<file path="src/common/dedisp_pkg.sv">
//******************************
// dedispersion shared definitions
// channel count, per-channel delays, widths
// and the stream word types
//******************************
package dedisp_pkg;

    // fft channels per frame, keep a power of two
    localparam int n_channels = 8;
    localparam int chan_w = $clog2(n_channels);

    // signed real and imaginary parts
    localparam int bin_w = 16;
    // re^2 + im^2 always fits unsigned in 2*bin_w
    localparam int pwr_w = 2 * bin_w;
    // room for n_channels powers added together
    localparam int sum_w = pwr_w + chan_w;

    // delay in frames per channel, index is the channel number
    // highest channel arrives first, so it waits the least
    localparam int delay_table [n_channels] = '{9, 8, 7, 6, 5, 4, 3, 2};

    function automatic int table_max();
        int m;
        m = 0;
        for (int i = 0; i < n_channels; i++) begin
            if (delay_table[i] > m) begin
                m = delay_table[i];
            end
        end
        return m;
    endfunction

    // deepest line, sets buffer clear time
    localparam int max_delay = table_max();

    typedef struct packed {
        logic signed [bin_w-1:0] re;
        logic signed [bin_w-1:0] im;
        logic                    valid;
    } fft_bin_t;

    // sof on channel 0, eof on the last channel
    typedef struct packed {
        logic [pwr_w-1:0] data;
        logic             valid;
        logic             sof;
        logic             eof;
    } pwr_sample_t;

    typedef struct packed {
        logic [sum_w-1:0] data;
        logic             valid;
    } sum_sample_t;

endpackage

</file>
<file path="src/dedispersor/dedispersor.sv">
//******************************
// serial dedispersor
// steers each channel into its own
// delay line, frames the output
//******************************
module dedispersor import dedisp_pkg::*; (
    input  logic        clk,
    input  logic        rst,
    input  pwr_sample_t pwr,
    output pwr_sample_t dedisp_out
);

    logic [chan_w-1:0]   chan_cnt;
    logic [n_channels-1:0] blk_valid;
    logic [pwr_w-1:0]    blk_dout [n_channels];
    logic [n_channels-1:0] blk_dout_valid;
    logic [pwr_w-1:0]    sel_data;
    logic                sel_valid;
    logic                sof_d;
    logic                eof_d;

    // channel position within the frame, wraps every n_channels words
    always_ff @(posedge clk) begin
        if (rst) begin
            chan_cnt <= '0;
        end else if (pwr.valid) begin
            chan_cnt <= chan_cnt + 1'b1;
        end
    end

    // markers delayed by one, lined up with block outputs
    always_ff @(posedge clk) begin
        if (rst) begin
            sof_d <= 1'b0;
            eof_d <= 1'b0;
        end else begin
            sof_d <= pwr.valid && (chan_cnt == '0);
            eof_d <= pwr.valid && (chan_cnt == chan_w'(n_channels - 1));
        end
    end

    for (genvar k = 0; k < n_channels; k++) begin : g_chan
        // only the current channel's line sees the write
        assign blk_valid[k] = pwr.valid && (chan_cnt == chan_w'(k));

        dedispersor_block #(
            .delay(delay_table[k])
        ) u_block (
            .clk        (clk),
            .rst        (rst),
            .din        (pwr.data),
            .din_valid  (blk_valid[k]),
            .dout       (blk_dout[k]),
            .dout_valid (blk_dout_valid[k])
        );
    end

    // at most one block answers per cycle
    always_comb begin
        sel_data = '0;
        for (int k = 0; k < n_channels; k++) begin
            if (blk_dout_valid[k]) begin
                sel_data = blk_dout[k];
            end
        end
    end

    assign sel_valid = |blk_dout_valid;

    always_ff @(posedge clk) begin
        if (rst) begin
            dedisp_out.valid <= 1'b0;
            dedisp_out.sof   <= 1'b0;
            dedisp_out.eof   <= 1'b0;
        end else begin
            dedisp_out.valid <= sel_valid;
            // no marker without a word behind it
            dedisp_out.sof   <= sof_d && sel_valid;
            dedisp_out.eof   <= eof_d && sel_valid;
        end
    end

    always_ff @(posedge clk) begin
        if (sel_valid) begin
            dedisp_out.data <= sel_data;
        end
    end

endmodule

</file>
<file path="src/dedispersor/dedispersor_block.sv">
//******************************
// dedispersor delay line
// circular buffer returning the word
// written a fixed number of writes ago
//******************************
module dedispersor_block import dedisp_pkg::*; #(
    parameter int delay = 4
) (
    input  logic             clk,
    input  logic             rst,
    input  logic [pwr_w-1:0] din,
    input  logic             din_valid,
    output logic [pwr_w-1:0] dout,
    output logic             dout_valid
);

    // a 1-deep line still needs one pointer bit
    localparam int ptr_w = (delay > 1) ? $clog2(delay) : 1;
    localparam logic [ptr_w-1:0] last_idx = ptr_w'(delay - 1);

    logic [pwr_w-1:0] mem [delay];
    logic [ptr_w-1:0] wr_ptr;
    logic [ptr_w-1:0] clear_cnt;
    logic             clearing;
    logic             wr_en;

    // writes held off until every entry is zero
    assign wr_en = din_valid && !clearing;

    always_ff @(posedge clk) begin
        if (rst) begin
            clearing   <= 1'b1;
            clear_cnt  <= '0;
            wr_ptr     <= '0;
            dout       <= '0;
            dout_valid <= 1'b0;
        end else begin
            dout_valid <= wr_en;
            if (clearing) begin
                clear_cnt <= clear_cnt + 1'b1;
                // one entry per cycle, done after the last one
                if (clear_cnt == last_idx) begin
                    clearing <= 1'b0;
                end
            end else if (wr_en) begin
                // oldest entry goes out before being replaced
                dout   <= mem[wr_ptr];
                wr_ptr <= (wr_ptr == last_idx) ? '0 : wr_ptr + 1'b1;
            end
        end
    end

    always_ff @(posedge clk) begin
        if (clearing) begin
            mem[clear_cnt] <= '0;
        end else if (din_valid) begin
            mem[wr_ptr] <= din;
        end
    end

endmodule

</file>
<file path="src/logic/channel_summer.sv">
//******************************
// channel summer
// adds the aligned channels of a frame
// into one time-series sample
//******************************
module channel_summer import dedisp_pkg::*; (
    input  logic        clk,
    input  logic        rst,
    input  pwr_sample_t dedisp_out,
    output sum_sample_t series_out
);

    logic [sum_w-1:0] acc;
    logic [sum_w-1:0] frame_sum;
    logic [sum_w-1:0] series_data;
    logic             series_valid;

    // sof restarts the sum and other words add on
    always_comb begin
        if (dedisp_out.sof) begin
            frame_sum = sum_w'(dedisp_out.data);
        end else begin
            frame_sum = acc + sum_w'(dedisp_out.data);
        end
    end

    // running sum of the current frame
    always_ff @(posedge clk) begin
        if (dedisp_out.valid) begin
            acc <= frame_sum;
        end
    end

    always_ff @(posedge clk) begin
        if (rst) begin
            series_valid <= 1'b0;
        end else begin
            // one pulse per frame on the last channel
            series_valid <= dedisp_out.valid && dedisp_out.eof;
        end
    end

    always_ff @(posedge clk) begin
        if (dedisp_out.valid && dedisp_out.eof) begin
            series_data <= frame_sum;
        end
    end

    assign series_out.data  = series_data;
    assign series_out.valid = series_valid;

endmodule

</file>
<file path="src/logic/dedisp_top.sv">
//******************************
// dedispersion top
// power detect, dedisperse, sum
//******************************
module dedisp_top import dedisp_pkg::*; (
    input  logic        clk,
    input  logic        rst,
    input  fft_bin_t    bin_in,
    output pwr_sample_t dedisp_out,
    output sum_sample_t series_out
);

    // power stream, unframed
    pwr_sample_t pwr;

    power_detector u_power_detector (
        .clk    (clk),
        .rst    (rst),
        .bin_in (bin_in),
        .pwr    (pwr)
    );

    // delayed and framed, 2 cycles after pwr
    dedispersor u_dedispersor (
        .clk        (clk),
        .rst        (rst),
        .pwr        (pwr),
        .dedisp_out (dedisp_out)
    );

    // one sample per frame
    channel_summer u_channel_summer (
        .clk        (clk),
        .rst        (rst),
        .dedisp_out (dedisp_out),
        .series_out (series_out)
    );

endmodule

</file>
<file path="src/logic/power_detector.sv">
//******************************
// power detector
// registered re^2 + im^2 for each fft bin
//******************************
module power_detector import dedisp_pkg::*; (
    input  logic        clk,
    input  logic        rst,
    input  fft_bin_t    bin_in,
    output pwr_sample_t pwr
);

    logic signed [pwr_w-1:0] re_sq;
    logic signed [pwr_w-1:0] im_sq;
    logic [pwr_w-1:0]        pwr_data;
    logic                    pwr_valid;

    // full-width signed products
    assign re_sq = pwr_w'(bin_in.re) * pwr_w'(bin_in.re);
    assign im_sq = pwr_w'(bin_in.im) * pwr_w'(bin_in.im);

    always_ff @(posedge clk) begin
        if (rst) begin
            pwr_valid <= 1'b0;
        end else begin
            pwr_valid <= bin_in.valid;
        end
    end

    // sum reaches 2^31 so it is kept unsigned
    always_ff @(posedge clk) begin
        if (bin_in.valid) begin
            pwr_data <= pwr_w'(unsigned'(re_sq)) + pwr_w'(unsigned'(im_sq));
        end
    end

    assign pwr.data  = pwr_data;
    assign pwr.valid = pwr_valid;
    // framing is added later in the dedispersor
    assign pwr.sof   = 1'b0;
    assign pwr.eof   = 1'b0;

endmodule

</file>
<file path="config.mk">
export PLATFORM = sky130hd
export DESIGN_NAME = dedisp_top
export DESIGN_NICKNAME = d
export VERILOG_FILES = /design/src/common/dedisp_pkg.sv /design/src/dedispersor/dedispersor.sv /design/src/dedispersor/dedispersor_block.sv /design/src/logic/channel_summer.sv /design/src/logic/dedisp_top.sv /design/src/logic/power_detector.sv
export SDC_FILE = /design/constraint.sdc
export NUM_CORES = 2
export LEC_CHECK = 0
export BUFFER_PORTS_ARGS = -buffer_cell sky130_fd_sc_hd__buf_4
export CORE_UTILIZATION = 30
export DETAILED_ROUTE_END_ITERATION = 8
export SETUP_SLACK_MARGIN = 0.4
export SYNTH_ARGS = -nofsm -noshare
export SYNTH_HDL_FRONTEND = slang
export SYNTH_HIERARCHICAL = 1
export SYNTH_SLANG_ARGS = --single-unit
</file>
<file path="constraint.sdc">
create_clock -name clk -period 20.1 [get_ports clk]
set_input_delay 3.015 -clock clk [delete_from_list [all_inputs] [get_ports clk]]
set_output_delay 3.015 -clock clk [all_outputs]
set_load 0.02 [all_outputs]
</file>
==> results.json <==
{
  "hold_class": "flop to flop",
  "multi_input_area_sq_um": 36700,
  "fin_skew_ps": 58.3,
  "dp.cells": 10769,
  "worstRegToRegCells": 9,
  "status": "complete, no violations",
  "grt_max_degree": 102,
  "drive_above_1_share_pct": 13.7,
  "post_drt_via_cell_ratio": 4.94,
  "initial_core_util_pct": 30.1,
  "crit_start": "bin_in[1]",
  "fin_crit_sh_pct": 47.3,
  "min_to": "u_dedispersor/dedisp_out[0]$_SDFF_PP0_",
  "post-dp-hpwl_mm": 156,
  "cts.repair.resized": 0,
  "final_cells": 11168,
  "avgSynthCellArea_sq_um": 13.8,
  "yosysWarnings": 6,
  "grt_pass1_vias": 55953,
  "drv_slew": 0,
  "cp-start-kind": "primary input",
  "final_util_pct": 33.8,
  "syn_nets": 7559,
  "drc_errors": 0,
  "reg2reg_to": "u_dedispersor/g_chan[2].u_block/mem[3][12]$_DFFE_PP_",
  "core_sq_um": 312000,
  "cts_tree": "built",
  "cts_root_buf": "clkbuf_16",
  "critPathSlowestCell": "and2_1",
  "mostFrequentLayoutCells": "edfxtp_1, inv_1, fa_1",
  "place.gp.congestion": 0.868,
  "setup_viol": 0,
  "routed_wirelength_mm": 247,
  "crit_arrival_ps": 10100,
  "grt_use_total_pct": 15.4,
  "grt_overflow": 0,
  "syn_to_final_growth_pct": 12.1,
  "die-area_sq_um": 315000,
  "slowest_delay_ps": 640,
  "portBuffers": 105,
  "path_common_cell": "fa_1",
  "drtPass1Iterations": 9,
  "fillCellCount": 30175,
  "rsz0062_at_grt": "false",
  "numCtsBuffers": 186,
  "min_from": "u_dedispersor/eof_d$_SDFF_PP0_",
  "final_common_cell": "edfxtp_1",
  "ant_nets": 0,
  "antenna_found_initial": 28,
  "maxSlewHeadroom_pct": 21.9,
  "critPathRequiredTime_ps": 20690,
  "fmax_mhz": 105,
  "path_cells": "buf_4 > and2_1 > fa_1 > inv_1 > fa_1 > fa_1 > inv_1 > fa_1 > fa_1 > fa_1 > fa_1 > inv_1 > fa_1 > inv_1 > ha_1 > a211oi_1 > nand2_1 > nor4_1 > nor4_1 > o2111ai_1 > nand3b_1 > xor2_1",
  "seqCellArea_sq_um": 52800,
  "regToRegSetupSlack_ps": 15710,
  "clkLatencyLatePin_ps": 850,
  "endpoint_kind": "flop",
  "clock-sinks": 1866,
  "grt_pass1_wl_mm": 365,
  "io_pins": 106,
  "clock_path_buffers": 3,
  "setup_tns_ps": 0,
  "fin_crit_ps": 9510,
  "die_height_um": 562,
  "maxCapViolations": 0,
  "wl_per_cell_um": 22.1,
  "dieWidth_um": 562,
  "vias": 55225,
  "crit_fanout": 22,
  "syn_area_sq_um": 93900,
  "drtIter0Drc": 5688,
  "r2r-start": "u_dedispersor/chan_cnt[0]$_SDFFE_PP0P_",
  "htree_levels": 4,
  "fin_nets": 7579,
  "cts.clk_slew.worst_paths_ps": 60,
  "row_count": 205,
  "tightest_slew_ps": 1170,
  "hold_viol_final": 0,
  "postSynthCellCount": 6797,
  "critical_path_class": "primary input to flop",
  "whs_ps": 443,
  "worstHoldPathCells": 1,
  "postCtsHoldBufs": 0,
  "post_cts_buffers": 0
}
[worst max-delay path by stage]
stage / end / slack, ps / depth (start not counted)
after detailed placement: u_power_detector/pwr_data[31]$_DFFE_PP_ / 9760 / 22
after global routing: u_power_detector/pwr_data[28]$_DFFE_PP_ / 10300 / 22
after global placement: u_power_detector/pwr_data[30]$_DFFE_PP_ / 9790 / 25
after floorplan: u_power_detector/pwr_data[31]$_DFFE_PP_ / 10120 / 24
after CTS: u_power_detector/pwr_data[30]$_DFFE_PP_ / 10670 / 25
final: u_power_detector/pwr_data[28]$_DFFE_PP_ / 10590 / 22
[cell type report]
class	instances	share of cell area, %
sequential	1866	50.2
multi-input combinational	3832	34.8
clock inverter	102	0.983
inverter	696	2.48
antenna	48	0.114
clock buffer	249	4.83
tap	4140	4.92
timing repair buffer	235	1.68
[per-stage QoR]
stage | worst slack (ps) | area (sq um)
2_1_floorplan | 10120 | 93900
3_3_place_gp | 9790 | 99000
3_5_place_dp | 9760 | 99000
4_1_cts | 10670 | 105000
5_1_grt | 10300 | 105000
6_report | 10590 | 105000
[state kept, by name (all words and copies together), names as in the netlist]
| name | count |
|---|---|
| u_channel_summer/series_data | 35 |
| u_channel_summer/series_valid | 1 |
| u_dedispersor/g_chan.u_block/mem | 1408 |
| u_dedispersor/g_chan.u_block/clearing | 8 |
| u_dedispersor/dedisp_out | 35 |
| u_power_detector/pwr_valid | 1 |
| u_dedispersor/eof_d | 1 |
| u_dedispersor/g_chan.u_block/wr_ptr | 21 |
| u_dedispersor/g_chan.u_block/dout_valid | 8 |
| u_dedispersor/g_chan.u_block/clear_cnt | 21 |
| u_channel_summer/acc | 35 |
| u_power_detector/pwr_data | 32 |
| u_dedispersor/g_chan.u_block/dout | 256 |
| u_dedispersor/chan_cnt | 3 |
| u_dedispersor/sof_d | 1 |
[metal layers]
| metal | routed length (um) | track usage [%] | vias up |
|---|---|---|---|
| met1 | 105000 | 21.1 | 28294 |
| li1 | - | - | 24427 |
| met5 | 0 | 0 | - |
| met4 | 5890 | 4.50 | 0 |
| met3 | 19900 | 2.16 | 321 |
| met2 | 116000 | 25.2 | 2183 |
[worst max-delay path: cells and delay by family]
kind            cells  cell delay (ps)
fa+ha+maj           9             4240
simple gates        5             1570
compound gates      2              650
buf+inv             5              460
xor+xnor            1              160
Power is left out: the tool's default activity adds up to more than one toggle a clock period on the data nets, which glitch-free logic cannot reach.
